==> src/soc_pkg.sv <==
package soc_pkg;

    // bus widths
    localparam int ADDR_W = 32;
    localparam int DATA_W = 64;
    localparam int WORD_W = 32; // one RAM word

    // address map
    localparam logic [ADDR_W-1:0] RAM_BASE      = 32'h8000_0000;
    localparam logic [ADDR_W-1:0] MTIMECMP_ADDR = 32'h0200_4000;
    localparam logic [ADDR_W-1:0] MTIME_ADDR    = 32'h0200_BFF8;
    localparam logic [ADDR_W-1:0] PLIC_BASE     = 32'h0C00_0000;
    localparam logic [ADDR_W-1:0] PLIC_SIZE     = 32'h0040_0000;

    // plic register offsets from PLIC_BASE
    localparam logic [ADDR_W-1:0] PLIC_PENDING_OFS       = 32'h0000_1000;
    localparam logic [ADDR_W-1:0] PLIC_ENABLE_OFS        = 32'h0000_2000;
    localparam logic [ADDR_W-1:0] PLIC_CTX_ENABLE_STRIDE = 32'h0000_0080;
    localparam logic [ADDR_W-1:0] PLIC_THRESHOLD_OFS     = 32'h0020_0000;
    localparam logic [ADDR_W-1:0] PLIC_CLAIM_OFS         = 32'h0020_0004;
    localparam logic [ADDR_W-1:0] PLIC_CTX_STRIDE        = 32'h0000_1000;

    localparam logic [ADDR_W-1:0] MTIMECMP_RESET = 32'h8000_0000;

    localparam int PRIO_W = 3; // priority and threshold width

    // bit 2 set means zero extend, bits 1:0 give the size
    typedef enum logic [2:0] {
        LS_B  = 3'd0,
        LS_H  = 3'd1,
        LS_W  = 3'd2,
        LS_D  = 3'd3,
        LS_BU = 3'd4,
        LS_HU = 3'd5,
        LS_WU = 3'd6
    } ls_type_t;

    // master side of the load/store port
    typedef struct packed {
        logic [ADDR_W-1:0] addr;
        ls_type_t          ls_type;
        logic [DATA_W-1:0] wdata;
        logic              rd_en;
        logic              wr_en;
    } bus_req_t;

    typedef struct packed {
        logic [DATA_W-1:0] rdata;
        logic              read_done;
        logic              write_done;
    } bus_rsp_t;

    // shared request from the decoder to every target
    typedef struct packed {
        logic [ADDR_W-1:0] offset;
        ls_type_t          ls_type;
        logic [DATA_W-1:0] wdata;
        logic              is_write;
    } tgt_req_t;

    typedef struct packed {
        logic              ack;
        logic [DATA_W-1:0] rdata;
    } tgt_rsp_t;

endpackage
==> src/plic.sv <==
`timescale 1ns/1ns

module plic import soc_pkg::*; #(
    parameter int NUM_SRC = 8
) (
    input  logic               CLOCK_50,
    input  logic               KEY0,
    input  logic               sel,
    input  tgt_req_t           tgt_req,
    output tgt_rsp_t           rsp,
    input  logic [NUM_SRC-1:0] irq_src,
    output logic               meip,
    output logic               seip
);
    localparam int ID_W = $clog2(NUM_SRC);

    logic [PRIO_W-1:0]  prio [NUM_SRC];
    logic [NUM_SRC-1:0] pending;
    logic [NUM_SRC-1:0] src_q;
    logic [NUM_SRC-1:0] enable [2];    // ctx 0 machine, ctx 1 supervisor
    logic [PRIO_W-1:0]  threshold [2];
    logic [ID_W-1:0]    claim_id [2];

    logic [ADDR_W-1:0]  ofs;
    logic [ADDR_W-3:0]  prio_idx;
    logic               prio_hit;
    logic               pend_hit;
    logic [1:0]         en_hit;
    logic [1:0]         thr_hit;
    logic [1:0]         claim_hit;
    logic [NUM_SRC-1:0] claim_clr;
    logic [DATA_W-1:0]  rd_data;

    assign ofs      = tgt_req.offset;
    assign prio_idx = ofs[ADDR_W-1:2]; // one priority per word
    assign prio_hit = (ofs < PLIC_PENDING_OFS) && (prio_idx < NUM_SRC);
    assign pend_hit = (ofs == PLIC_PENDING_OFS);

    always_comb begin
        for (int c = 0; c < 2; c++) begin
            en_hit[c]    = (ofs == PLIC_ENABLE_OFS + c * PLIC_CTX_ENABLE_STRIDE);
            thr_hit[c]   = (ofs == PLIC_THRESHOLD_OFS + c * PLIC_CTX_STRIDE);
            claim_hit[c] = (ofs == PLIC_CLAIM_OFS + c * PLIC_CTX_STRIDE);
        end
    end

    // lowest pending id wins, so scan downward
    always_comb begin
        for (int c = 0; c < 2; c++) begin
            claim_id[c] = '0;
            for (int i = NUM_SRC - 1; i > 0; i--) begin
                if (pending[i] && enable[c][i] && prio[i] > threshold[c]) begin
                    claim_id[c] = ID_W'(i);
                end
            end
        end
    end

    // a claim read retires the id it returns
    always_comb begin
        claim_clr = '0;
        for (int c = 0; c < 2; c++) begin
            if (sel && !tgt_req.is_write && claim_hit[c]) claim_clr[claim_id[c]] = 1'b1;
        end
    end

    always_comb begin
        rd_data = '0;
        if (prio_hit) rd_data = DATA_W'(prio[prio_idx[ID_W-1:0]]);
        if (pend_hit) rd_data = DATA_W'(pending);
        for (int c = 0; c < 2; c++) begin
            if (en_hit[c])    rd_data = DATA_W'(enable[c]);
            if (thr_hit[c])   rd_data = DATA_W'(threshold[c]);
            if (claim_hit[c]) rd_data = DATA_W'(claim_id[c]);
        end
    end

    always_ff @(posedge CLOCK_50 or negedge KEY0) begin
        if (!KEY0) begin
            pending <= '0;
            src_q   <= '0;
            for (int i = 0; i < NUM_SRC; i++) prio[i] <= '0;
            for (int c = 0; c < 2; c++) begin
                enable[c]    <= '0;
                threshold[c] <= '0;
            end
        end else begin
            src_q   <= irq_src;
            pending <= (pending & ~claim_clr) | (irq_src & ~src_q); // edge sets
            if (sel && tgt_req.is_write) begin
                if (prio_hit) prio[prio_idx[ID_W-1:0]] <= tgt_req.wdata[PRIO_W-1:0];
                for (int c = 0; c < 2; c++) begin
                    if (en_hit[c])  enable[c]    <= tgt_req.wdata[NUM_SRC-1:0];
                    if (thr_hit[c]) threshold[c] <= tgt_req.wdata[PRIO_W-1:0];
                end
            end
        end
    end

    assign rsp  = '{ack: sel, rdata: rd_data};
    assign meip = (claim_id[0] != '0);
    assign seip = (claim_id[1] != '0);

    // id 0 is reserved
    a_src0_idle: assert property (@(posedge CLOCK_50) disable iff (!KEY0) !pending[0])
        else $error("reserved source 0 became pending");

endmodule

==> config.mk <==
export PLATFORM = sky130hd
export DESIGN_NAME = plic
export DESIGN_NICKNAME = d
export VERILOG_FILES = /design/src/soc_pkg.sv /design/src/plic.sv
export SDC_FILE = /design/constraint.sdc
export NUM_CORES = 1
export LEC_CHECK = 0
export BUFFER_PORTS_ARGS = -buffer_cell sky130_fd_sc_hd__buf_2
export CORE_MARGIN = 2
export CORE_UTILIZATION = 46
export DETAILED_ROUTE_END_ITERATION = 10
export GPL_ROUTABILITY_DRIVEN = 0
export GPL_TIMING_DRIVEN = 0
export PLACE_DENSITY = 0.76
export SYNTH_ARGS = -nofsm -noshare
export SYNTH_HDL_FRONTEND = slang
export SYNTH_SLANG_ARGS = --single-unit
==> constraint.sdc <==
create_clock -name CLOCK_50 -period 2.4 [get_ports CLOCK_50]
set_input_delay 0.12 -clock CLOCK_50 [delete_from_list [all_inputs] [get_ports CLOCK_50]]
set_output_delay 0.12 -clock CLOCK_50 [all_outputs]
set_load 0.02 [all_outputs]
Yosys cells after proc, flatten, opt, wreduce, memory -nomap -nowiden
Index checks and enable logic that the tools add are counted.
- register bits after elaboration: 62
- bits of input ports: 111
- output and inout port bits: 67
- logic and storage cells: 128
- $lt $le $gt $ge: 22
- equal/unequal tests: 7
- muxes and demuxes: 34
- bitwise logic cells: 7
- reductions and logical operators: 44
- operator list (kind ; count):
    $mux W64 ; 7
    $eq A32 B22 Y1 const B ; 4
    $eq A32 B14 Y1 const B ; 2
    $mux W3 ; 18
    $gt A3 B3 Y1 ; 14
    $logic_and A1 B1 Y1 ; 36
    $eq A32 B13 Y1 const B ; 1
    $lt A32 B13 Y1 const B ; 1
    $lt A30 B4 Y1 const B ; 1
    $bwmux W24 ; 1
    $and A8 B8 Y8 ; 2
    $mux W8 ; 2
    $not A8 Y8 ; 2
    $or A8 B8 Y8 ; 2
    $reduce_and A2 Y1 ; 5
    $bmux W3 S3 ; 1
    $demux W3 S3 ; 1
    $lt A3 B4 Y1 const B ; 2
    $demux W1 S3 ; 2
    $ge A3 B1 Y1 const B ; 2
    $reduce_bool A3 Y1 ; 2
    $ge A4 B4 Y1 const B ; 1
    $lt A4 B1 Y1 const B ; 1
    $not A3 Y4 ; 1
    2 further kinds ; 3

Logic depth before layout (Yosys ltp)
- depth after elaboration: 19
- depth in mapped cells: 9
- depth with buffers taken out: 9

Worst setup path after synthesis
OpenSTA, ideal clock, no wires.
- path kind: reg-to-reg
- start: register threshold[5] (netlist name)
- end: register pending[6]
- setup time: 134 ps
- arrival time: 2330 ps
- data required time: 2266 ps
- path slack: -63 ps
- cell stages (with the launch flop): 9
- buffers on the path: 0
- period minus slack after synthesis: 2463 ps
- cell sequence: dfrtp_1 inv_1 ha_1 and3_1 or4_1 o311a_1 or2_2 nor4b_1 o22ai_1
- longest elaborated chain between the ends: 19
- elaborated cells on any way between the ends: 32
- those cells by class: order compare (9); mux (11); bitwise (4); reduce/logical (8)
- ends and longest elaborated chain (what ; line ; source):
    start: declaration ; plic.sv:21 ; logic [PRIO_W-1:0] threshold [2];
    start signal: indexed assignment ; plic.sv:94 ; if (thr_hit[c]) threshold[c] <= tgt_req.wdata[PRIO_W-1:0];
    $gt A3 B3 Y1 ; plic.sv:52 ; if (pending[i] && enable[c][i] && prio[i] > threshold[c]) begin
    $logic_and A1 B1 Y1 ; plic.sv:52 ;
    $mux W3 (6 in series) ; plic.sv:52 ;
    $mux W3 * ; plic.sv:52 ;
    $lt A3 B4 Y1 (not written as such) or $ge A3 B1 Y1 (tied branches) ; plic.sv:63 ; if (sel && !tgt_req.is_write && claim_hit[c]) claim_clr[claim_id[c]] = 1'b1;
    $logic_and A1 B1 Y1 (not written as such) ; plic.sv:63 ;
    $mux W1 (not written as such) ; plic.sv:63 ;
    $demux W1 S3 * ; plic.sv:63 ;
    $mux W8 * ; plic.sv:63 ;
    $or A8 B8 Y8 (no line) ; - ;
    $mux W8 * ; plic.sv:63 ;
    $not A8 Y8 * ; plic.sv:89 ; pending <= (pending & ~claim_clr) | (irq_src & ~src_q);
    $and A8 B8 Y8 * ; plic.sv:89 ;
    $or A8 B8 Y8 * ; plic.sv:89 ;
    end signal: assignment ; plic.sv:89 ;
    end: declaration ; plic.sv:18 ; logic [NUM_SRC-1:0] pending;
Every way passes the cells marked *; elsewhere a longest branch is shown, timed or not.
A chain may end at the register's enable or synchronous reset.

==> run metrics <==
run status complete, but fails checks; violated checks hold timing, setup timing; Tcrit/Tclk final 1.30; Placement Cell Area 5530 µm²; DP HPWL 10,200 µm; Synth area leader dfrtp_1; Max Cap Violations 0; post-route ant nets 0; vias in the first global route 4,801; Setup CP Type flop to output port; Worst R2R Path Depth 12; final setup violation count 13; Syn. warnings 0; max_slew headroom 0.455; max-slew violations 0; Static Leak 0.00335 µW; Slew @ Worst Pin 0.817 ns; Hold EP enable[8]; port buffer count 60; total power 2280 µW; power per cell area 335 nW/µm²; Worst EP arrival 2.99 ns; Pre-Repair DR Iteration Count 7; FF-to-FF End pending[6]; Worst-Skew Late Latency 0.37 ns; vias per cell 6.17; GR Util All Layers 0.281; first-pass GRT wire length 24,600 µm; Crit. End Element output port; Synth top cells by count dfrtp_1 (62), buf_4 (57), ha_1 (42); layout cell share with drive strength beyond 1 0.464; largest net degree at the start of global routing 63; Final min period 3.11 ns; Initial Util 0.471; Startpoint Class flop; CTS tree yes; top-area cell type share of the netlist area 0.321; Layout Nets 818; CTS H-Tree Depth 3; die height 107 µm; Sink Count 62; Seq/Total Area, Yosys 0.321; root buf cell clkbuf_8; HP Start tgt_req[1]; final hold vios 1; Final Cell Area 6810 µm²; worst reg-to-reg setup slack -0.58 ns; Synth area leaders dfrtp_1 (32%), ha_1 (11%), buf_4 (8.8%); drc violations 0; Cells after Synth 480; total grt overflow 0; DR iter-0 viols 645; Final Worst Setup Slack -0.713 ns; die area 11,400 µm²; Async SR Flop Fraction 1.00; placed cell count 731; core box area 10,300 µm²; die width 107 µm; Netlist cell types 64; Seq cells post-synth 62; Max VDD drop 460 µV; CP Max Fanout 5; Worst-path clk slew 0.09 ns; final WL 18,000 µm; Max Buffers Root-to-Sink 2; Max Fclk 321 MHz; vias post-DR 4,971; CP required 2.28 ns; Synth Cell Area 4840 µm²; Main synth FF type dfrtp_1; diodes inserted 0; Top Ports 178; Mean Syn Cell Area 10.1 µm²; Setup Skew 0.0207 ns; Post-Layout Cell Count 806; worst hold slack -0.00399 ns; type of the worst min-delay path input pin to flop; most frequent cell after synthesis dfrtp_1; Hold Path Stages 2; wire length per cell 22.4 µm; TritonCTS buffer count 9; EDFF count, synth 0; unrepaired setup endpoints after global routing yes; RR Startpoint threshold[4]; row count 37; Syn-to-layout area delta 40.7%; initial antenna violation count 0
==> metrics by stage <==
stage / util / setup WS [ns] / setup TNS (ns)
2_1_floorplan: - / 0.0272 / 0
3_3_place_gp: 0.538 / -0.435 / -2.86
3_5_place_dp: 0.538 / -0.568 / -4.25
4_1_cts: 0.635 / -0.445 / -2.88
5_1_grt: 0.663 / -0.739 / -6.22
6_report: 0.663 / -0.713 / -6.12
==> how the worst max path moves through the flow <==
stage | endpoint | start | slack [ns]
4_1_cts | rsp[0] | threshold[2] | -0.45
6_report | rsp[0] | threshold[2] | -0.71
2_1_floorplan | pending[6] | threshold[3] | 0.03
5_1_grt | rsp[0] | threshold[2] | -0.74
3_5_place_dp | pending[5] | threshold[4] | -0.57
3_3_place_gp | pending[5] | threshold[4] | -0.43
==> sequential cells by signal, indices dropped and copies added, names as in the netlist <==
| register | cells |
|---|---|
| pending | 8 |
| prio | 24 |
| src_q | 8 |
| enable | 16 |
| threshold | 6 |
==> critical path: stages (launching register included) <==
cell and delay, ns:
dfrtp_1 0.42, clkinvlp_4 0.23, buf_6 0.18, ha_4 0.21
and3_4 0.18, nor4_4 0.59, a211o_1 0.23, and2_4 0.20
nor2_4 0.04, o2111ai_2 0.19, buf_6 0.15
==> cell type report <==
cell class / instances / area (µm²)
multi-input cells: 380 / 3450
inverters: 28 / 116
clock inverters: 5 / 50.0
fillers: 713 / 3470
flip-flops and latches: 62 / 1560
repair buffers: 119 / 863
plain buffers: 65 / 475
clock buffers: 11 / 131
well taps: 136 / 170
==> kinds of logic after synthesis <==
group	after synthesis	share of synthesized area
AOI/OAI and AO/OA	68	0.0990
and+or+nand+nor	160	0.211
adders and majority gates	42	0.109
buffers and inverters	93	0.120
muxes	54	0.140
DFF	62	0.321
other	1	0.000775
==> where the power goes <==
group | switching, µW | leakage (µW) | internal [µW]
registers | 2.78 | 0.000796 | 1050
logic | 184 | 0.00245 | 127
clock network | 446 | 0.0000968 | 474
total | 633 | 0.00335 | 1650
==> repair_timing <==
action | CTS | global route
setup buffers | 34 | 12
setup endpoints to repair | 12 | 13
cloned | 0 | 0
pin swaps | 35 | 27
resized for setup | 86 | 32
hold endpoints to repair | 13 | 62
hold buffers | 12 | 1
==> layer usage <==
metal	up-vias	wire length, µm	track usage
met3	162	2100	0.0979
met1	2304	6220	0.314
met4	0	1470	0.155
met2	443	8260	0.470
met5	-	0	0
li1	2062	-	-
==> layout by cell type (no fill, tap or decap), types with 4 or more instances in the layout <==
cell	synthesis	routed
mux2_1	15	15
buf_4	57	88
o21ai_0	16	9
buf_2	2	57
mux2_2	33	33
a222oi_1	6	6
nor3_1	20	9
buf_6	2	22
inv_1	28	24
nand3_1	13	9
mux4_2	6	6
clkinv_2	0	4
conb_1	1	56
a21oi_1	5	4
or4_4	0	4
dfrtp_1	62	59
nor3_2	2	8
nand2_1	26	26
nand3_2	1	5
ha_4	0	13
and3_4	0	4
nor2b_1	17	16
o22ai_1	8	7
ha_1	42	29
nor3_4	0	5
o21ai_2	0	5
nor2_1	16	12
dlygate4sd3_1	0	13
nand4_1	9	9
nor4_4	7	12
clkbuf_1	4	6
clkbuf_8	0	9
o211ai_1	5	5
Note: power is estimated with default switching activity, not from simulation.
