===== src/soc_pkg.sv =====
package soc_pkg;

    // bus widths
    localparam int ADDR_W = 32;
    localparam int DATA_W = 64;
    localparam int WORD_W = 32; // one RAM word

    // address map
    localparam logic [ADDR_W-1:0] RAM_BASE      = 32'h8000_0000;
    localparam logic [ADDR_W-1:0] MTIMECMP_ADDR = 32'h0200_4000;
    localparam logic [ADDR_W-1:0] MTIME_ADDR    = 32'h0200_BFF8;
    localparam logic [ADDR_W-1:0] PLIC_BASE     = 32'h0C00_0000;
    localparam logic [ADDR_W-1:0] PLIC_SIZE     = 32'h0040_0000;

    // plic register offsets from PLIC_BASE
    localparam logic [ADDR_W-1:0] PLIC_PENDING_OFS       = 32'h0000_1000;
    localparam logic [ADDR_W-1:0] PLIC_ENABLE_OFS        = 32'h0000_2000;
    localparam logic [ADDR_W-1:0] PLIC_CTX_ENABLE_STRIDE = 32'h0000_0080;
    localparam logic [ADDR_W-1:0] PLIC_THRESHOLD_OFS     = 32'h0020_0000;
    localparam logic [ADDR_W-1:0] PLIC_CLAIM_OFS         = 32'h0020_0004;
    localparam logic [ADDR_W-1:0] PLIC_CTX_STRIDE        = 32'h0000_1000;

    localparam logic [ADDR_W-1:0] MTIMECMP_RESET = 32'h8000_0000;

    localparam int PRIO_W = 3; // priority and threshold width

    // bit 2 set means zero extend, bits 1:0 give the size
    typedef enum logic [2:0] {
        LS_B  = 3'd0,
        LS_H  = 3'd1,
        LS_W  = 3'd2,
        LS_D  = 3'd3,
        LS_BU = 3'd4,
        LS_HU = 3'd5,
        LS_WU = 3'd6
    } ls_type_t;

    // master side of the load/store port
    typedef struct packed {
        logic [ADDR_W-1:0] addr;
        ls_type_t          ls_type;
        logic [DATA_W-1:0] wdata;
        logic              rd_en;
        logic              wr_en;
    } bus_req_t;

    typedef struct packed {
        logic [DATA_W-1:0] rdata;
        logic              read_done;
        logic              write_done;
    } bus_rsp_t;

    // shared request from the decoder to every target
    typedef struct packed {
        logic [ADDR_W-1:0] offset;
        ls_type_t          ls_type;
        logic [DATA_W-1:0] wdata;
        logic              is_write;
    } tgt_req_t;

    typedef struct packed {
        logic              ack;
        logic [DATA_W-1:0] rdata;
    } tgt_rsp_t;

endpackage

===== src/machine_timer.sv =====
`timescale 1ns/1ns

module machine_timer import soc_pkg::*; (
    input  logic     CLOCK_50,
    input  logic     KEY0,
    input  logic     sel,
    input  tgt_req_t tgt_req,
    output tgt_rsp_t rsp,
    output logic     mtip
);
    logic [DATA_W-1:0] mtime;
    logic [DATA_W-1:0] mtimecmp;
    logic [DATA_W-1:0] rd_data;

    always_ff @(posedge CLOCK_50 or negedge KEY0) begin
        if (!KEY0) begin
            mtime    <= '0;
            mtimecmp <= DATA_W'(MTIMECMP_RESET);
        end else begin
            mtime <= mtime + 1'b1; // free running, writes ignored
            if (sel && tgt_req.is_write && tgt_req.offset == MTIMECMP_ADDR) begin
                mtimecmp <= tgt_req.wdata;
            end
        end
    end

    always_comb begin
        if (tgt_req.offset == MTIME_ADDR)
            rd_data = mtime;
        else if (tgt_req.offset == MTIMECMP_ADDR)
            rd_data = mtimecmp;
        else
            rd_data = '0;
    end

    assign rsp  = '{ack: sel, rdata: rd_data};
    assign mtip = (mtime >= mtimecmp);

endmodule


===== config.mk =====
export PLATFORM = sky130hd
export DESIGN_NAME = machine_timer
export DESIGN_NICKNAME = d
export VERILOG_FILES = /design/src/soc_pkg.sv /design/src/machine_timer.sv
export SDC_FILE = /design/constraint.sdc
export NUM_CORES = 1
export LEC_CHECK = 0
export BUFFER_PORTS_ARGS = -buffer_cell sky130_fd_sc_hd__buf_4
export CAP_MARGIN = 25
export CELL_PAD_IN_SITES_DETAIL_PLACEMENT = 1
export CELL_PAD_IN_SITES_GLOBAL_PLACEMENT = 1
export CORE_ASPECT_RATIO = 0.5
export CORE_MARGIN = 8
export CORE_UTILIZATION = 46
export DETAILED_ROUTE_END_ITERATION = 10
export GPL_ROUTABILITY_DRIVEN = 0
export MAX_ROUTING_LAYER = met4
export PLACE_DENSITY = 0.95
export SYNTH_ARGS = -nofsm -noshare
export SYNTH_HDL_FRONTEND = slang
export SYNTH_SLANG_ARGS = --single-unit

===== constraint.sdc =====
create_clock -name CLOCK_50 -period 5.7 [get_ports CLOCK_50]
set_input_delay 0.855 -clock CLOCK_50 [delete_from_list [all_inputs] [get_ports CLOCK_50]]
set_output_delay 0.855 -clock CLOCK_50 [all_outputs]
set_load 0.05 [all_outputs]

After elaboration in Yosys (flattened, before gate mapping)
Cells that the tools add are included.
{"block": "op_classes", "add_sub_neg": 1, "mul": 0, "n_div": 0, "n_lt_le_gt_ge": 1, "n_eq_ne": 2, "shift": 0, "muxes": 2, "n_bitwise": 0, "n_reduce_logical": 2}
{"cell": "2-to-1 mux 64 bit", "n": 2}
{"cell": "adder 64 x 1 -> 64 bit (second input constant)", "n": 1}
{"cell": "equality test 32 x 26 -> 1 bit (second input constant)", "n": 2}
{"cell": "greater-or-equal comparator 64 bit", "n": 1}
{"cell": "logical AND 1 bit", "n": 2}
{"block": "totals", "regBits": 128, "latch_bits": 0, "ramBits": 0, "mem_bits_ro": 0, "out_inout_bits": 66, "memories": 0}

Depth between registers and ports, before layout
Gate-level depths: netlist (run 1).
{"block": "logic_depth", "ltp_word": 3, "ltp_mapped": 9}

Least setup slack after synthesis (run 1)
Ideal clock, no wire load.
{"block": "synth_path", "path_kind": "input to output", "startpoint": "input port tgt_req[94] in the netlist's numbering", "endpoint": "output port rsp[10] in the netlist's numbering", "arrival_time_ps": 2890, "required_time_ps": 4845, "path_slack_ps": 1955, "cell_stages": 6, "path_cell_list": "nor4_1 > nand4_1 > or4_4 > nor4_4 > buf_6 > a22o_1"}
{"element": "from (decl)", "line_no": "machine_timer.sv:7", "source": "input tgt_req_t tgt_req,"}
{"element": "to (decl)", "line_no": "machine_timer.sv:8", "source": "output tgt_rsp_t rsp,"}

==> results of run 1 <==
## final timing paths
kind,end,depth (start not counted),slack (ns),start
min reg2reg,mtimecmp[46],1,0.52,mtimecmp[46]
max in group asynchronous,mtime[55],2,3.74,KEY0
max,rsp[51],8,1.43,tgt_req[86]
min,mtimecmp[46],1,0.52,mtimecmp[46]
max reg2reg,mtime[63],6,3.00,mtime[2]
min in group asynchronous,mtimecmp[15],1,0.53,KEY0
## where the power goes
part	internal (mW)	switching, mW
clock network	0.680	0.406
logic	0.0448	0.0329
registers	0.909	0.00000000169
## flip-flops by register name, summed over array words and instances (netlist names)
name	count
mtimecmp	64
mtime	64
## layout by cell type (no fill, tap or decap), types with 4 or more instances in the layout
master | Yosys | final
sky130_fd_sc_hd__a21o_1 | 12 | 12
sky130_fd_sc_hd__a21oi_1 | 23 | 23
sky130_fd_sc_hd__a22o_1 | 64 | 64
sky130_fd_sc_hd__and3_1 | 14 | 14
sky130_fd_sc_hd__and4_1 | 12 | 12
sky130_fd_sc_hd__buf_4 | 1 | 170
sky130_fd_sc_hd__clkbuf_16 | 0 | 17
sky130_fd_sc_hd__clkbuf_8 | 0 | 4
sky130_fd_sc_hd__dfrtp_1 | 127 | 127
sky130_fd_sc_hd__ha_1 | 65 | 65
sky130_fd_sc_hd__inv_1 | 67 | 67
sky130_fd_sc_hd__mux2_1 | 6 | 6
sky130_fd_sc_hd__mux2_2 | 58 | 58
sky130_fd_sc_hd__nand2_1 | 38 | 38
sky130_fd_sc_hd__nand3_1 | 33 | 33
sky130_fd_sc_hd__nand4_1 | 31 | 31
sky130_fd_sc_hd__nor2_1 | 24 | 23
sky130_fd_sc_hd__nor3_1 | 5 | 5
sky130_fd_sc_hd__nor4_1 | 6 | 6
sky130_fd_sc_hd__o21ai_0 | 8 | 8
sky130_fd_sc_hd__xnor2_1 | 45 | 45
sky130_fd_sc_hd__xor2_1 | 17 | 17
## logic make-up (layout without fill, tap and decap cells)
family          after synthesis  count (layout)  share of synthesized area, %
mux                          64              64                          9.58
simple gates                173             173                          12.6
flops                       128             128                          42.6
xor+xnor                     62              62                          7.22
fa+ha+maj                    65              65                          10.8
compound gates              116             116                          11.7
buf+inv                      95             268                          5.51
## Yosys cell counts (all sizes together)
| library cell | instances |
|---|---|
| o21ai | 8 |
| xnor2 | 45 |
| nor4b | 1 |
| and4 | 12 |
| mux2 | 64 |
| a21boi | 1 |
| nor2b | 1 |
| dfstp | 1 |
| buf | 14 |
| a22o | 64 |
| nand4b | 1 |
| nor4 | 7 |
| a221o | 1 |
| dfrtp | 127 |
| a21o | 12 |
| a2111oi | 1 |
| nor3 | 5 |
| inv | 67 |
| a221oi | 2 |
| and3 | 14 |
| nand2 | 38 |
| nand3 | 34 |
| a21oi | 23 |
| ha | 65 |
| and2 | 3 |
| clkbuf | 14 |
| nor2 | 24 |
| o31a | 1 |
| nand4 | 31 |
| o211ai | 2 |
| a211oi | 1 |
| xor2 | 17 |
| or4 | 2 |
## layer usage
| metal | part of all wire [%] | up-vias | global-route usage, % |
|---|---|---|---|
| li1 | - | 2860 | - |
| met1 | 40 | 3200 | 25.5 |
| met2 | 54 | 123 | 42.1 |
| met3 | 3.4 | 49 | 4.16 |
| met4 | 2.5 | 0 | 8.76 |
| met5 | 0 | - | - |
## critical path, stage by stage
cell,delay (ns)
sky130_fd_sc_hd__buf_4,0.11
sky130_fd_sc_hd__nor4_1,0.34
sky130_fd_sc_hd__nand4_1,0.14
sky130_fd_sc_hd__or4_4,0.48
sky130_fd_sc_hd__nor4_4,0.29
sky130_fd_sc_hd__buf_4,0.67
sky130_fd_sc_hd__a22o_1,0.30
sky130_fd_sc_hd__buf_4,0.21
## stage by stage
step	area (sq um)	util (%)	power [mW]	hold slack (ns)
floorplan	7520	-	0.930	0.473
global placement	8930	55.2	1.00	0.505
detailed placement	8930	55.2	1.00	0.508
CTS	9500	58.7	2.09	0.528
global route	9520	58.8	2.13	0.552
finish	9520	58.8	2.07	0.524
## layout make-up
type	instances	area share (%)
Clock buffer	23	5.12
Sequential cell	128	33.6
Inverter	67	2.64
Clock inverter	6	0.867
Tap cell	227	2.98
Timing Repair Buffer	172	13.7
Multi-Input combinational cell	480	41.1
==> impl_results.md, run 1 <==
* Pin count of the biggest net entering global routing at 66
* Master cell of the clock root buffer: sky130_fd_sc_hd__clkbuf_16
* Filler cell count at 1,772
* DRC violation total after the first TritonRoute iteration at roughly 230
* Run status: finished clean
* Total Neg Setup Slack at 0 ns
* Portion of synthesized cell area occupied by the leading cell type at a little over two fifths
* Antenna violations before repair at 0
* Average footprint of a synthesized cell at around 11 sq um
* Initial cell density of the core at 46.5%
* Slack of the critical path at 1.43 ns
* Number of global-route vias before repair at between 7k and 8k
* Final antenna diode count at 0
* Footprint of the multi-input gates at 3910 sq um
* Startpoint Class: input port
* TritonCTS clock tree: done
* Max-slew violation total from the final report at 0
* Distinct cell type count after synthesis at 39
* Final critical-path share of the clock period at between 70 and 80%
* Area of the core at ~16,000 sq um
* Maximum buffer depth of the clock tree at 2
* Remaining design rule violation count at 0
* Die area at 20,900 sq um
* Total nets after synthesis at slightly below 900
* Vert. Die Dim at 106 um
* Filler-free cell count of the finished design at 1,103
* Final worst path period need at 4.27 ns
* Slew margin rel. at 41.5%
* Post-route antenna net violation count at 0
* Main area contributors after synthesis: sky130_fd_sc_hd__dfrtp_1 42%, sky130_fd_sc_hd__ha_1 11%, sky130_fd_sc_hd__mux2_2 8.7%
* Routed Wire Length at 23.3 mm
* Critical path required time at between 4 and 5 ns
* Setup CP Type: input port to output port
* Endpoint class of the critical path: output port
* Maximum fanout encountered on the critical timing path at 64
* Share of synthesized area occupied by flip-flops and latches at 42.6%
* Leakage at about 4.8 nW
* Hold violation total from the final report at 0
* Count of port buffers added during placement at about 170
* Number of top-level pins at between 150 and 200
* Average wire length per cell after detail routing at 21.1 um
* Post-cts gate resize count at 0
* Setup repair after global routing missed its margin: false
* Die outline width at between 150 and 200 um
* Row count at 33
* Transition time at the pin with the least slew margin at 0.877 ns
* Syn-to-layout area delta at 26.6%
* HPWL after DPL at between 15 and 20 mm
* Max cap viols at 0
* Number of cells in the design after placement at 1,072
* Number of clock buffers inserted by TritonCTS at 17
* Clock tree skew after final layout at around 0.011 ns
* Synth Instances at between 700 and 800
* Count of nets after finishing at roughly 1.0k
* Global-route wire length before repair at roughly 38 mm
* Vias per inst at around 5.7
* Number of warnings printed during yosys synthesis at 0
* Power density over cell area at roughly 220 nW/um^2
* Peak ir drop on the vdd network at between 0.2 and 0.25 mV
* Class of the tightest hold or removal check: flip-flop to flip-flop
* GR Util All Layers at about a quarter
* Post-CTS Hold Buffers at 0
* Vias at between 6k and 7k
* CTS H-tree depth at 4
* Worst Setup Slack post-DPL at ~1.5 ns
* Gr ovfl total at 0
* Register bit total from synthesis at around 130
* Drt first pass iters at 4
* Buffers inserted by post-CTS timing repair at 0
* WP data arrival at roughly 3.4 ns
* Register cell area after layout at 3200 sq um
* Ratio of cells with drive above 1 in the final layout at 30.0%
* Clock Pin Slew Worst Setup and Hold Paths at approximately 0.05 ns
* Yosys top cell by area: sky130_fd_sc_hd__dfrtp_1
* Timing-limited maximum frequency at ~230 MHz
* Count of clock tree sinks at 128
* Clock Latency Late Sink at roughly 0.42 ns
* Total of endpoints with negative setup slack in the final report at 0
* Area of the mapped netlist at around 7500 sq um
Note: power is estimated with default switching activity, not from simulation.
==> run 2, diff against run 1 <==
CORE_UTILIZATION = 43   (was 46)
PLACE_DENSITY = 0.92   (was 0.95)
clock period = 4.3 ns   (was 5.7 ns; I/O delays follow)
==> impl_results.md, run 2 (synthesis gave the netlist of run 1 again) <==
* Maximum fanout encountered on the critical timing path at 5 (-92%)
* Power density over cell area at 304 nW/um^2 (+39%)
* TritonCTS clock tree: done
* Leading cell types in the layout, fill and taps excluded: 168 x sky130_fd_sc_hd__buf_4, 127 x sky130_fd_sc_hd__dfrtp_1, 67 x sky130_fd_sc_hd__inv_1
* Total of endpoints with negative setup slack in the final report at 0 (unchanged)
* Class of the tightest hold or removal check: input port to async pin
* Endpoint class of the critical path: output port
* Timing-limited maximum frequency at between 200 and 250 MHz
* Buffers inserted by post-CTS timing repair at 0 (unchanged)
* Max cap viols at 0 (unchanged)
* Antenna violations before repair at 0 (unchanged)
* Slew margin rel. at 35.3% (-6.2 points)
* HPWL after DPL at 17.1 mm (+2.3%)
* Post-cts gate resize count at 0 (unchanged)
* Transition time at the pin with the least slew margin at 0.945 ns (+0.0684 ns)
* Final hold slack at 0.261 ns (-0.263 ns)
* Count of nets after finishing at 1,033 (-0.097%)
* Post-CTS Hold Buffers at 0 (unchanged)
* Global-route wire length before repair at 39.0 mm (+3.0%)
* Gr ovfl total at 0 (unchanged)
* Drt first pass iters at 5 (+1)
* Number of global-route vias before repair at 7,198 (+1.9%)
* Leakage at 4.81 nW (+0.60%)
* Placed inst area at 8980 sq um (+0.60%)
* GR Util All Layers at 23.0% (-0.30 points)
* Setup repair after global routing missed its margin: false
* Clock Pin Slew Worst Setup and Hold Paths at 0.06 ns (about the same)
* Ratio of cells with drive above 1 in the final layout at 30.0% (-0.068 points)
* Number of top-level pins at 169 (unchanged)
* Final critical-path share of the clock period at about 97%
* Master cell of the clock root buffer: sky130_fd_sc_hd__clkbuf_16
* Initial cell density of the core at 43.6% (-2.9 points)
* Startpoint Class: flip-flop
* Filler cell count at 1,883 (+6.3%)
* Run status: finished clean
* CTS H-tree depth at 4 (unchanged)
* Die area at 22,200 sq um (+6.2%)
* Hold violation total from the final report at 0 (unchanged)
* Peak ir drop on the vdd network at 0.316 mV (+54%)
* Syn-to-layout area delta at 27.9%
* DRC violation total after the first TritonRoute iteration at 217 (-3.6%)
* Area of the core at 17,300 sq um (+6.7%)
* Clock Latency Late Sink at 0.44 ns (+0.02 ns)
* Routed Wire Length at 24.6 mm (+5.4%)
* Count of port buffers added during placement at 165 (unchanged)
* Clock tree skew after final layout at 0.0133 ns (+0.00238 ns)
* Max-slew violation total from the final report at 0 (unchanged)
* Row count at 34 (+3.0%)
* Commonest non-fill, non-tap cell in the layout: sky130_fd_sc_hd__buf_4
* Final Instance Area at 9620 sq um (+1.0%)
* Post-route antenna net violation count at 0 (unchanged)
* Average wire length per cell after detail routing at 22.1 um (+4.6%)
* Vias at 6,349 (+1.9%)
* Vert. Die Dim at 110 um (+2.9%)
* Maximum buffer depth of the clock tree at 2 (unchanged)
* Count of clock tree sinks at 128 (unchanged)
* Final worst path period need at 4.17 ns
* Number of clock buffers inserted by TritonCTS at 17 (unchanged)
* Remaining design rule violation count at 0 (unchanged)
* Final antenna diode count at 0 (unchanged)
* Leading registers by flop count: mtime: 64 flops, mtimecmp: 64 flops
* Critical path required time at 3.65 ns (-1.20 ns)
* Total Neg Setup Slack at 0 ns (unchanged)
* Pin count of the biggest net entering global routing at 77 (+17%)
* Die outline width at 203 um (+3.2%)
* Vias per inst at 5.71 (+1.1%)
* WP data arrival at 3.53 ns (+0.12 ns)
* Setup CP Type: flip-flop to output port
[run 2: stage by stage]
stage / setup WS [ns] / utilization (%) / instances / total power [mW]
floorplan: 0.975 / - / 703 / 1.23
global placement: 0.823 / 52.0 / 1080 / 1.33
detailed placement: 0.767 / 52.0 / 1080 / 1.33
CTS: 0.207 / 55.7 / 1112 / 2.93
global route: 0.0875 / 55.7 / 1112 / 2.99
finish: 0.129 / 55.7 / 1112 / 2.92
[run 2: report_power, final]
group          internal, mW  switching [mW]  leakage (nW)
Clock                  1.04           0.569         0.304
Combinational        0.0607          0.0441          2.74
Sequential             1.20   0.00000000236          1.77
Total                  2.31           0.613          4.81
[run 2: routing by layer]
metal,up-vias,global-route usage [%],routed length [um]
met1,3295,23.8,9640
met4,0,9.83,705
met3,64,4.47,788
met2,135,42.9,13500
li1,2855,-,-
met5,-,-,0
[run 2: worst paths after layout]
path	start	end	slack (ns)	depth (start not counted)
max reg2reg	mtime[3]	mtime[63]	1.59	6
min reg2reg	mtime[63]	mtime[63]	0.52	1
max in group asynchronous	KEY0	mtimecmp[31]	3.10	2
max	mtime[5]	mtip	0.13	8
min	KEY0	mtimecmp[11]	0.26	1
min in group CLOCK_50	tgt_req[3]	mtimecmp[2]	0.41	2
[run 2: layout make-up]
class / instances / area, sq um / share of cell area, %
Inverter: 67 / 251 / 2.61
Timing Repair Buffer: 171 / 1320 / 13.7
Clock inverter: 10 / 184 / 1.91
Clock buffer: 22 / 454 / 4.72
Multi-Input combinational cell: 480 / 3910 / 40.7
Tap cell: 234 / 293 / 3.04
Sequential cell: 128 / 3200 / 33.3
[run 2: worst max-delay path: stages (launching register included)]
cell,delay [ns]
sky130_fd_sc_hd__dfrtp_1,0.46
sky130_fd_sc_hd__ha_1,0.35
sky130_fd_sc_hd__a21oi_1,0.15
sky130_fd_sc_hd__o21ai_0,0.17
sky130_fd_sc_hd__a221o_1,0.36
sky130_fd_sc_hd__o31a_1,0.32
sky130_fd_sc_hd__a2111oi_0,0.76
sky130_fd_sc_hd__o21ai_0,0.27
sky130_fd_sc_hd__buf_4,0.25
