<file path="config.mk">
export PLATFORM = sky130hd
export DESIGN_NAME = bus_decoder
export DESIGN_NICKNAME = d
export VERILOG_FILES = /design/src/soc_pkg.sv /design/src/bus_decoder.sv
export SDC_FILE = /design/constraint.sdc
export NUM_CORES = 1
export LEC_CHECK = 0
export ABC_AREA = 1
export BUFFER_PORTS_ARGS = -buffer_cell sky130_fd_sc_hd__buf_4
export CAP_MARGIN = 40
export CELL_PAD_IN_SITES_DETAIL_PLACEMENT = 2
export CELL_PAD_IN_SITES_GLOBAL_PLACEMENT = 2
export CORE_MARGIN = 3
export CORE_UTILIZATION = 21
export CTS_CLUSTER_DIAMETER = 30
export DETAILED_ROUTE_END_ITERATION = 12
export HOLD_SLACK_MARGIN = 0.05
export PLACE_DENSITY_LB_ADDON = 0.1
export SETUP_SLACK_MARGIN = 0.2
export SYNTH_ARGS = -nofsm -noshare
export SYNTH_HDL_FRONTEND = slang
export SYNTH_SLANG_ARGS = --single-unit
</file>
<file path="constraint.sdc">
create_clock -name CLOCK_50 -period 3.93 [get_ports CLOCK_50]
set_input_delay 0.1965 -clock CLOCK_50 [delete_from_list [all_inputs] [get_ports CLOCK_50]]
set_output_delay 0.1965 -clock CLOCK_50 [all_outputs]
set_load 0.02 [all_outputs]
</file>
<file path="src/soc_pkg.sv">
package soc_pkg;

    // bus widths
    localparam int ADDR_W = 32;
    localparam int DATA_W = 64;
    localparam int WORD_W = 32; // one RAM word

    // address map
    localparam logic [ADDR_W-1:0] RAM_BASE      = 32'h8000_0000;
    localparam logic [ADDR_W-1:0] MTIMECMP_ADDR = 32'h0200_4000;
    localparam logic [ADDR_W-1:0] MTIME_ADDR    = 32'h0200_BFF8;
    localparam logic [ADDR_W-1:0] PLIC_BASE     = 32'h0C00_0000;
    localparam logic [ADDR_W-1:0] PLIC_SIZE     = 32'h0040_0000;

    // plic register offsets from PLIC_BASE
    localparam logic [ADDR_W-1:0] PLIC_PENDING_OFS       = 32'h0000_1000;
    localparam logic [ADDR_W-1:0] PLIC_ENABLE_OFS        = 32'h0000_2000;
    localparam logic [ADDR_W-1:0] PLIC_CTX_ENABLE_STRIDE = 32'h0000_0080;
    localparam logic [ADDR_W-1:0] PLIC_THRESHOLD_OFS     = 32'h0020_0000;
    localparam logic [ADDR_W-1:0] PLIC_CLAIM_OFS         = 32'h0020_0004;
    localparam logic [ADDR_W-1:0] PLIC_CTX_STRIDE        = 32'h0000_1000;

    localparam logic [ADDR_W-1:0] MTIMECMP_RESET = 32'h8000_0000;

    localparam int PRIO_W = 3; // priority and threshold width

    // bit 2 set means zero extend, bits 1:0 give the size
    typedef enum logic [2:0] {
        LS_B  = 3'd0,
        LS_H  = 3'd1,
        LS_W  = 3'd2,
        LS_D  = 3'd3,
        LS_BU = 3'd4,
        LS_HU = 3'd5,
        LS_WU = 3'd6
    } ls_type_t;

    // master side of the load/store port
    typedef struct packed {
        logic [ADDR_W-1:0] addr;
        ls_type_t          ls_type;
        logic [DATA_W-1:0] wdata;
        logic              rd_en;
        logic              wr_en;
    } bus_req_t;

    typedef struct packed {
        logic [DATA_W-1:0] rdata;
        logic              read_done;
        logic              write_done;
    } bus_rsp_t;

    // shared request from the decoder to every target
    typedef struct packed {
        logic [ADDR_W-1:0] offset;
        ls_type_t          ls_type;
        logic [DATA_W-1:0] wdata;
        logic              is_write;
    } tgt_req_t;

    typedef struct packed {
        logic              ack;
        logic [DATA_W-1:0] rdata;
    } tgt_rsp_t;

endpackage
</file>
<file path="src/bus_decoder.sv">
`timescale 1ns/1ns

module bus_decoder import soc_pkg::*; #(
    parameter int RAM_WORDS = 1024
) (
    input  logic     CLOCK_50,
    input  logic     KEY0,
    input  bus_req_t bus_req,
    output bus_rsp_t bus_rsp,
    output tgt_req_t tgt_req,
    output logic     ram_sel,
    output logic     timer_sel,
    output logic     plic_sel,
    input  tgt_rsp_t ram_rsp,
    input  tgt_rsp_t timer_rsp,
    input  tgt_rsp_t plic_rsp
);
    localparam logic [ADDR_W-1:0] RAM_END = RAM_BASE + ADDR_W'(RAM_WORDS * 4);

    logic              req_seen;
    logic              ram_hit;
    logic              timer_hit;
    logic              plic_hit;
    logic [ADDR_W-1:0] offset;
    logic              miss_q;   // unmapped access, answered here
    logic              done_now;
    logic [DATA_W-1:0] tgt_rdata;
    logic              read_done;
    logic              write_done;
    logic [DATA_W-1:0] rdata_q;

    assign req_seen  = bus_req.rd_en || bus_req.wr_en;
    assign ram_hit   = (bus_req.addr >= RAM_BASE) && (bus_req.addr < RAM_END);
    assign timer_hit = (bus_req.addr == MTIME_ADDR) || (bus_req.addr == MTIMECMP_ADDR);
    assign plic_hit  = (bus_req.addr >= PLIC_BASE) && (bus_req.addr < PLIC_BASE + PLIC_SIZE);

    always_comb begin
        if (ram_hit)
            offset = bus_req.addr - RAM_BASE;
        else if (plic_hit)
            offset = bus_req.addr - PLIC_BASE;
        else
            offset = bus_req.addr; // timer keeps the full address
    end

    assign done_now  = (ram_sel && ram_rsp.ack) || (timer_sel && timer_rsp.ack)
                     || (plic_sel && plic_rsp.ack) || miss_q;
    assign tgt_rdata = ({DATA_W{ram_sel}} & ram_rsp.rdata)
                     | ({DATA_W{timer_sel}} & timer_rsp.rdata)
                     | ({DATA_W{plic_sel}} & plic_rsp.rdata); // zero on a miss

    always_ff @(posedge CLOCK_50 or negedge KEY0) begin
        if (!KEY0) begin
            read_done  <= 1'b1;
            write_done <= 1'b1;
            ram_sel    <= 1'b0;
            timer_sel  <= 1'b0;
            plic_sel   <= 1'b0;
            miss_q     <= 1'b0;
        end else if (req_seen) begin
            if (bus_req.rd_en) read_done <= 1'b0;
            if (bus_req.wr_en) write_done <= 1'b0;
            ram_sel   <= ram_hit;
            timer_sel <= timer_hit;
            plic_sel  <= plic_hit;
            miss_q    <= !(ram_hit || timer_hit || plic_hit);
        end else if (done_now) begin
            read_done  <= 1'b1;
            write_done <= 1'b1;
            ram_sel    <= 1'b0;
            timer_sel  <= 1'b0;
            plic_sel   <= 1'b0;
            miss_q     <= 1'b0;
        end
    end

    // request payload and load result
    always_ff @(posedge CLOCK_50) begin
        if (req_seen) begin
            tgt_req <= '{offset: offset, ls_type: bus_req.ls_type,
                         wdata: bus_req.wdata, is_write: bus_req.wr_en};
        end
        if (done_now && !tgt_req.is_write) rdata_q <= tgt_rdata;
    end

    assign bus_rsp = '{rdata: rdata_q, read_done: read_done, write_done: write_done};

    a_one_at_a_time: assert property (@(posedge CLOCK_50) disable iff (!KEY0)
        req_seen |-> (read_done && write_done))
        else $error("bus request issued while a transfer is still open");

    // longest target is a two-beat RAM access
    a_read_bounded: assert property (@(posedge CLOCK_50) disable iff (!KEY0)
        $fell(read_done) |-> ##[1:2] read_done)
        else $error("read did not complete within two cycles of capture");

endmodule

</file>
# Yosys cells after proc, flatten, opt, wreduce, memory -nomap -nowiden
# Index checks and enable logic that the tools add are counted.
totals:
  reg_bits: 170
  latchBits: 0
  ram_bits: 0
  romBits: 0
  output_inout_bits: 169
  memories: 0
op_classes:
  addsub: 2
  mul: 0
  n_div: 0
  magnitude_cmp: 4
  n_eq_ne: 4
  shift: 0
  muxes: 12
  bitwise_logic: 5
  reduce_logical: 18
ops:
  columns: ["op", "count"]
  rows:
  - ["$and 64x64->64", 3]
  - ["$or 64x64->64", 2]
  - ["$eq 32x26->1 const B", 2]
  - ["$mux 32", 2]
  - ["$ge 32x28->1 const B", 1]
  - ["$ge 32x32->1 const B", 1]
  - ["$lt 32x28->1 const B", 1]
  - ["$lt 32x32->1 const B", 1]
  - ["$sub 32x28->32 const B", 1]
  - ["$sub 32x32->32 const B", 1]
  - ["$mux 1", 10]
  - ["$logic_or 1x1->1", 7]
  - ["$logic_and 1x1->1", 6]
  - ["$ne 2x2->1 const B", 2]
  - ["$reduce_and 2->1", 2]
  - ["$logic_not 1->1", 2]
  - ["$reduce_bool 2->1", 1]

# Depth between registers and ports, before layout
# Gate-level depths: netlist of the first run.
logic_depth:
  depth_word: 6
  depth_mapped: 9
  depth_no_buf: 9

# Worst setup path before layout of the first run
# OpenSTA, ideal clock, no wires.
synth_path:
  path_kind: "reg2reg"
  from: "reg plic_sel"
  to: "reg rdata_q[0] (enable)"
  setup_ns: 0.487
  t_arrival_ns: 3.362
  required_time_ns: 3.443
  slack_ns: 0.081
  path_stages_with_launch: 4
  period_less_slack_ns: 3.849
  path_cell_list: "dfrtp_1 -> a21o_1 -> nor2_2 -> nor2_1"
synth_between:
  elab_chain_cells: 4
synth_lines:
  columns: ["element", "line", "rtl"]
  rows:
  - ["from (decl)", "bus_decoder.sv:13", "output logic plic_sel,"]
  - ["from (signal assigned)", "bus_decoder.sv:65", "plic_sel <= plic_hit;"]
  - ["$logic_and 1x1->1", "bus_decoder.sv:47", "|| (plic_sel && plic_rsp.ack) || miss_q;"]
  - ["$logic_or 1x1->1 (2 in a row)", "bus_decoder.sv:47", null]
  - ["$logic_and 1x1->1", "bus_decoder.sv:83", "if (done_now && !tgt_req.is_write) rdata_q <= tgt_rdata;"]
  - ["to (signal assigned)", "bus_decoder.sv:83", null]
  - ["to (decl)", "bus_decoder.sv:30", "logic [DATA_W-1:0] rdata_q;"]
# No other way between the ends.
# A chain may end at the register's enable or synchronous reset.

# Final worst setup path of the first run
layout_path:
  from: "reg plic_sel"
  to: "reg rdata_q[37], data pin"
layout_between:
  elab_chain_cells: 2
layout_lines:
  columns: ["element", "line", "rtl"]
  rows:
  - ["$and 64x64->64", "bus_decoder.sv:50", "| ({DATA_W{plic_sel}} & plic_rsp.rdata);"]
  - ["$or 64x64->64", "bus_decoder.sv:50", null]
  - ["net tgt_rdata[37]", "bus_decoder.sv:27", "logic [DATA_W-1:0] tgt_rdata;"]
# The timed path passes the listed nets, and every way through them passes these cells.

==> flow_summary_export.csv, run 1 <==
group,metric,value,unit
grt,globalRouteOverflowTotal,0,
yosys,synth_most_common_cell,"nand2_1",
timing,fin_ws,1.91,ns
yosys,netlist_area,6720,um2
place,placed_cells,1400,
floorplan,die_area,34200,um2
setup_path,worstPathMaxFanout,66,
place,dp_worst_setup_slack,2.07,ns
grt,grt_pass1_vias,7659,
power_and_ir_drop,p_leak,6.01,nW
grt,antenna_found_initial,1,
cells_and_area,fillers,3316,
clock_network,clkTransAtPathRegs,0.08,ns
clock_network,cts_tree,"yes",
clock_network,cts_max_level,4,
yosys,synth.area.top_cells,"edfxtp_1, nand2_1, nand3_1, nor2_1, dfrtp_1",
timing,fin_skew,0.0122,ns
yosys,yosysWarnings,0,
place,gpl.final_weighted_congestion,0.750,
routing,via_per_inst,4.21,
grt,grt_usage,0.192,
routing,drt_iter0_drc,266,
grt,grt_pass1_wl,48.6,mm
job,cap_violations,0,
hold_path,worstHoldPathType,"primary input to flop",
clock_network,clockBufferDepth,2,
yosys,synthesis.instances,557,
grt,busiest_layer,"met2",
grt,met2_usage,0.372,
cells_and_area,nets,1533,
floorplan,dieHeight,185,um
yosys,syn_nets,858,
timing,finalCritPeriodShare,0.515,
setup_path,critPathRequiredTime,4.23,ns
grt,grt_max_degree,68,
timing,final.setup.tns,0,ns
cells_and_area,syn_to_final_growth,99.3,%
floorplan,fp.dieW,185,um
timing,post-route-min-period,2.02,ns
yosys,synthFlopType,"edfxtp_1",
setup_path,endpoint_kind,"flop",
timing,setup_violations,0,
power_and_ir_drop,irDropWorstVdd,0.261,mV
timing,rsz0062_at_grt,"no",
grt,met1_usage,0.196,
place,portBuffers,466,
clock_network,post-cts-setup-buffers,0,
floorplan,pin_count,467,
cells_and_area,final_core_util,0.431,
power_and_ir_drop,powerDensity,390,nW/um2
setup_path,cp.arrival,2.33,ns
timing,fmax,0.494,GHz
clock_network,numCtsBuffers,17,
floorplan,initial_core_util,0.216,
yosys,yosysSeqAreaShare,0.755,
yosys,avgSynthCellArea,12.1,um2
routing,drt_wl_total,33.9,mm
clock_network,clock-sinks,170,
floorplan,design.core.area,31100,um2
setup_path,crit_type,"flop to flop",
yosys,ys_types,25,
yosys,synth-edff-count,164,
timing,hold_viol,0,
yosys,ys_ff_latch,170,
grt,grt_util_met3,0.0548,
routing,drt.antenna.violating_nets,0,
yosys,netlist.area_leader.share,0.733,
routing,drc,0,
routing,wl_per_cell,20.6,um
timing,relSlewSlack,0.414,
timing,worst_pin_slew,0.880,ns
routing,vias,6905,
timing,holdWs,0.0614,ns
yosys,async_flop_share,0.0353,
timing,slew_viol_final,0,
setup_path,critPathLaunchType,"flop",
cells_and_area,drive_gt1_frac,0.418,
run_status,outcome,"complete, no violations",
clock_network,clock_latency,0.43,ns
cells_and_area,fin_cells,1642,
place,hpwl,23.7,mm
yosys,synth_top_cell_by_area,"edfxtp_1",
floorplan,rows,64,
routing,dr.pass1.iters,4,
yosys,synth_top_cells_by_count,"nand2_1, edfxtp_1, nand3_1",
clock_network,cts_root_buf,"clkbuf_16",
-- path summary, 6_finish.rpt --
| path | start | to | slack (ns) | cells past startpoint |
|---|---|---|---|---|
| max | plic_sel | rdata_q[37] | 1.91 | 4 |
| min | ram_rsp[31] | rdata_q[31] | 0.06 | 3 |
| max reg2reg | plic_sel | rdata_q[37] | 1.91 | 4 |
| min reg2reg | write_done | write_done | 0.49 | 2 |
| max in group asynchronous | KEY0 | write_done | 3.62 | 2 |
| min in group asynchronous | KEY0 | timer_sel | 0.10 | 2 |
-- through the flow --
step | cell area, um2 | power (mW)
floorplan | 6730 | 2.65
global placement | 10700 | 3.24
detailed placement | 10700 | 3.25
CTS | 13400 | 5.29
global route | 13400 | 5.44
finish | 13400 | 5.22
-- final cells by class --
type	count	area (um2)	area share
tap	396	495	0.0370
multi-input combinational	346	1470	0.110
clock buffer	17	425	0.0318
timing repair buffer	681	5650	0.422
inverter	16	62.6	0.00467
sequential	170	5080	0.379
antenna	1	2.50	0.000187
clock inverter	15	214	0.0160
-- flip-flops by register name, summed over array words and instances, names as in the netlist --
signal,cells
tgt_req,100
miss_q,1
timer_sel,1
plic_sel,1
rdata_q,64
ram_sel,1
read_done,1
write_done,1
-- repair_timing --
item | in CTS | in global routing
hold endpoints to repair | 164 | 0
hold buffers | 209 | 0
gates resized for setup | 0 | 0
-- cells in the final DEF, fill, tap and decap left out, types with 2 or more instances in the layout --
cell type,n
dfstp_2,2
inv_1,13
inv_2,2
dlygate4sd3_1,209
clkinv_8,7
edfxtp_1,164
inv_6,3
o21ai_0,2
inv_12,4
nand3_1,67
a21oi_1,3
nor2_1,28
ha_1,3
dfrtp_2,3
nor2_2,5
o21ai_1,3
nand2_1,226
clkbuf_16,17
buf_4,471
-- report_power, final --
group          total (mW)  leakage [nW]  internal (mW)  switching (mW)
Sequential           2.25          1.68           2.20          0.0589
Combinational        1.15          4.02          0.584           0.563
Clock                1.82         0.305          0.890           0.928
-- critical path, cell delays in order (launching register included) --
cell and delay [ns]:
dfrtp_2 0.37, buf_4 0.62, nand2_1 0.16, nand3_1 0.12, dlygate4sd3_1 0.55
-- logic make-up (layout without fill, tap and decap cells) --
logic type | count (synthesis) | count (layout) | synth area share
buffers and inverters | 41 | 729 | 0.0274
adder cells (fa/ha/maj) | 3 | 3 | 0.00558
flip-flops | 170 | 170 | 0.755
AND/OR/NAND/NOR | 333 | 333 | 0.203
AO/OA/AOI/OAI | 9 | 9 | 0.00707
other | 0 | 1 | 0
XOR/XNOR | 1 | 1 | 0.00130
-- per-layer routing --
metal | vias to the layer above | share of wire
li1 | 3245 | -
met1 | 3369 | 0.34
met2 | 246 | 0.56
met3 | 45 | 0.069
met4 | 0 | 0.032
met5 | - | 0
No activity file was read; power rests on OpenSTA's default activity.
==> inputs of run 2 (changes only) <==
Clock period 3.93 ns to 1.8 ns, I/O delays scaled along.
==> run 2 against run 1 <==
  * The run now fails in clock tree synthesis
  * Synthesized cell count unchanged
  * Synthesized area did not move
==> flow_summary_export.csv, run 2 <==
group,metric,value,unit
place,hpwl,23.4,mm
yosys,synth_top_cells_by_count,"nand2_1, edfxtp_1, nand3_1",
floorplan,dieHeight,185,um
yosys,yosysWarnings,0,
run_status,error,"[ERROR RSZ-0060] Max buffer count reached.",
clock_network,cts_root_buf,"clkbuf_16",
yosys,synthFlopType,"edfxtp_1",
clock_network,cts_max_level,4,
run_status,outcome,"did not finish",
floorplan,pin_count,467,
yosys,synth.area.top_cells,"edfxtp_1, nand2_1, nand3_1, nor2_1, dfrtp_1",
yosys,syn_nets,858,
yosys,ys_ff_latch,170,
place,gpl.final_weighted_congestion,0.733,
run_status,failed_stage,"clock tree synthesis",
floorplan,fp.dieW,185,um
place,portBuffers,466,
clock_network,clockBufferDepth,2,
clock_network,post-cts-setup-buffers,0,
place,placed_cells,1400,
yosys,netlist.area_leader.share,0.733,
clock_network,numCtsBuffers,17,
clock_network,cts_resized,0,
yosys,synth-edff-count,164,
yosys,yosysSeqAreaShare,0.755,
yosys,synth_top_cell_by_area,"edfxtp_1",
yosys,async_flop_share,0.0353,
yosys,netlist_area,6720,um2
clock_network,hold_buffers,287,
floorplan,rows,64,
yosys,synthesis.instances,557,
yosys,ys_types,25,
clock_network,clock-sinks,170,
yosys,synth_most_common_cell,"nand2_1",
floorplan,initial_core_util,0.216,
yosys,avgSynthCellArea,12.1,um2
-- run 2: cell counts after synthesis --
Identical to the previous run, type by type.
-- run 2: kinds of logic after synthesis --
kind of cell,synth area share
adders and majority gates,0.00558
xor gates and xnor gates,0.00130
buffers and inverters,0.0274
and+or+nand+nor,0.203
DFF,0.755
AOI/OAI and AO/OA,0.00707
-- run 2: through the flow --
stage / setup WS (ns) / utilization / instance area, um2
after detailed placement: 0.422 / 0.345 / 10700
after global placement: 0.419 / 0.345 / 10700
after floorplan: -0.184 / - / 6740
==> inputs of run 3 (changes only) <==
Settings changed: CELL_PAD_IN_SITES_DETAIL_PLACEMENT 2 to unset, CELL_PAD_IN_SITES_GLOBAL_PLACEMENT 2 to unset, CORE_AREA set to 3 3 178 180, CORE_MARGIN 3 to unset, CORE_UTILIZATION 21 to unset, CTS_CLUSTER_DIAMETER 30 to unset, DIE_AREA set to 0 0 181 183, HOLD_SLACK_MARGIN 0.05 to unset, PLACE_DENSITY_LB_ADDON 0.1 to 0.15, SETUP_SLACK_MARGIN 0.2 to unset.
Clock period 1.8 ns to 2.3 ns, I/O delays scaled along.
==> run 3 against run 2 <==
  * The flow now finishes without violations
==> flow_summary_export.csv, run 3 (synthesis gave the netlist of run 1 again) <==
group,metric,value,unit
floorplan,rows,64,
setup_path,r2r_slack,0.20,ns
clock_network,hold_buffers,223,
hold_path,worstHoldPathType,"primary input to asynchronous set/reset pin",
cells_and_area,drive_gt1_frac,0.418,
clock_network,clock_latency,0.42,ns
setup_path,reg2regPathDepth,4,
clock_network,clock-sinks,170,
clock_network,numCtsBuffers,17,
floorplan,pin_count,467,
grt,grt_pass1_wl,40.8,mm
timing,final.setup.tns,0,ns
place,portBuffers,466,
grt,grt_usage,0.162,
floorplan,fp.dieW,181,um
timing,post-route-min-period,2.10,ns
setup_path,crit_slowest_cell,"buf_4",
cells_and_area,layout_common_cells,"buf_4, nand2_1, dlygate4sd3_1, edfxtp_1, nand3_1",
clock_network,clockBufferDepth,2,
cells_and_area,nets,1557,
setup_path,crit_type,"flop to flop",
floorplan,dieHeight,183,um
floorplan,die_area,33100,um2
job,cap_violations,0,
timing,slew_viol_final,0,
timing,setup_violations,0,
timing,fin_skew,0.00862,ns
power_and_ir_drop,powerDensity,644,nW/um2
grt,antenna_found_initial,1,
setup_path,critPathRequiredTime,2.59,ns
floorplan,design.core.area,30300,um2
routing,drt_iter0_drc,288,
grt,globalRouteOverflowTotal,0,
routing,drt.antenna.violating_nets,0,
routing,dr_wl_met2,15.0,mm
setup_path,r2r-end,"rdata_q[39]",
routing,vias,6771,
routing,drt_wl_total,28.4,mm
cells_and_area,syn_to_final_growth,102,%
routing,dr.pass1.iters,5,
cells_and_area,largestRegisters,"tgt_req x100, rdata_q x64",
timing,finalCritPeriodShare,0.914,
grt,grt_max_degree,67,
power_and_ir_drop,irDropWorstVdd,0.379,mV
clock_network,cts_root_buf,"clkbuf_16",
setup_path,timing.rr.start,"ram_sel",
clock_network,clkTransAtPathRegs,0.07,ns
routing,via_per_inst,4.06,
setup_path,crit_chain,"buf_4 -> nand2_1 -> nand3_1 -> dlygate4sd3_1",
cells_and_area,top_register,"tgt_req",
setup_path,max_stage_delay,0.56,ns
timing,worst_pin_slew,0.831,ns
setup_path,path_buf_inv,2,
grt,grt_pass1_vias,6899,
setup_path,endpoint_kind,"flop",
clock_network,cts_tree,"yes",
run_status,outcome,"complete, no violations",
routing,met3_length,1.53,mm
floorplan,initial_core_util,0.222,
place,hpwl,20.8,mm
routing,wl_per_cell,17.0,um
place,gpl.final_weighted_congestion,0.824,
timing,fmax,0.476,GHz
timing,rsz0062_at_grt,"no",
timing,fin_ws,0.198,ns
clock_network,post-cts-setup-buffers,0,
timing,hold_viol,0,
cells_and_area,layout_commonest_cell,"buf_4",
setup_path,critPathLaunchType,"flop",
setup_path,worstPathMaxFanout,66,
setup_path,cp.arrival,2.39,ns
routing,drc,0,
timing,relSlewSlack,0.446,
clock_network,cts_max_level,4,
place,dp_worst_setup_slack,0.711,ns
routing,wl_met1,11.2,mm
clock_network,cts_resized,0,
setup_path,cp_top_family,"buffers and inverters",
power_and_ir_drop,p_leak,6.12,nW
cells_and_area,largest_register_ffs,100,
routing,routed.top_layer,"met4",
run 3: metrics by stage:
step,instances,area [um2],utilization,power (mW),hold WS [ns]
floorplan,557,6730,-,4.52,-0.181
global placement,1410,10800,0.354,5.56,-0.0736
detailed placement,1410,10800,0.354,5.56,-0.0710
CTS,1665,13600,0.448,8.90,0.00314
global route,1666,13600,0.448,9.13,0.0125
finish,1666,13600,0.448,8.75,0.0330
run 3: power by group:
group	switching, mW	internal [mW]	leakage [nW]
Combinational	0.933	1.04	4.15
Clock	1.46	1.47	0.290
Sequential	0.0952	3.75	1.68
Total	2.49	6.26	6.12
run 3: layout make-up:
class	count	area (um2)
fillers	2959	16800
repair buffers	705	5880
flip-flops and latches	170	5080
multi-input cells	346	1470
well taps	396	495
clock buffers	17	425
clock inverters	15	174
inverters	16	62.6
diodes	1	2.50
run 3: worst max path at each step:
stage	startpoint	end	slack [ns]	cells past startpoint
finish	ram_sel	rdata_q[39]	0.20	4
floorplan	plic_sel	rdata_q[0]	0.28	3
detailed placement	timer_sel	rdata_q[0]	0.71	5
global placement	ram_sel	rdata_q[39]	0.74	3
CTS	ram_sel	rdata_q[39]	0.22	4
global route	ram_sel	rdata_q[39]	0.13	4
run 3: worst reg2reg max path: stages, from the launching register on:
cell and delay (ns):
dfrtp_2 0.35, buf_4 0.56, nand2_1 0.35, nand3_1 0.15
dlygate4sd3_1 0.56
run 3: per-layer routing:
metal,up-vias,global-route usage
met5,-,0
met1,3205,0.192
met3,37,0.0381
met2,235,0.289
li1,3294,-
met4,0,0.0548
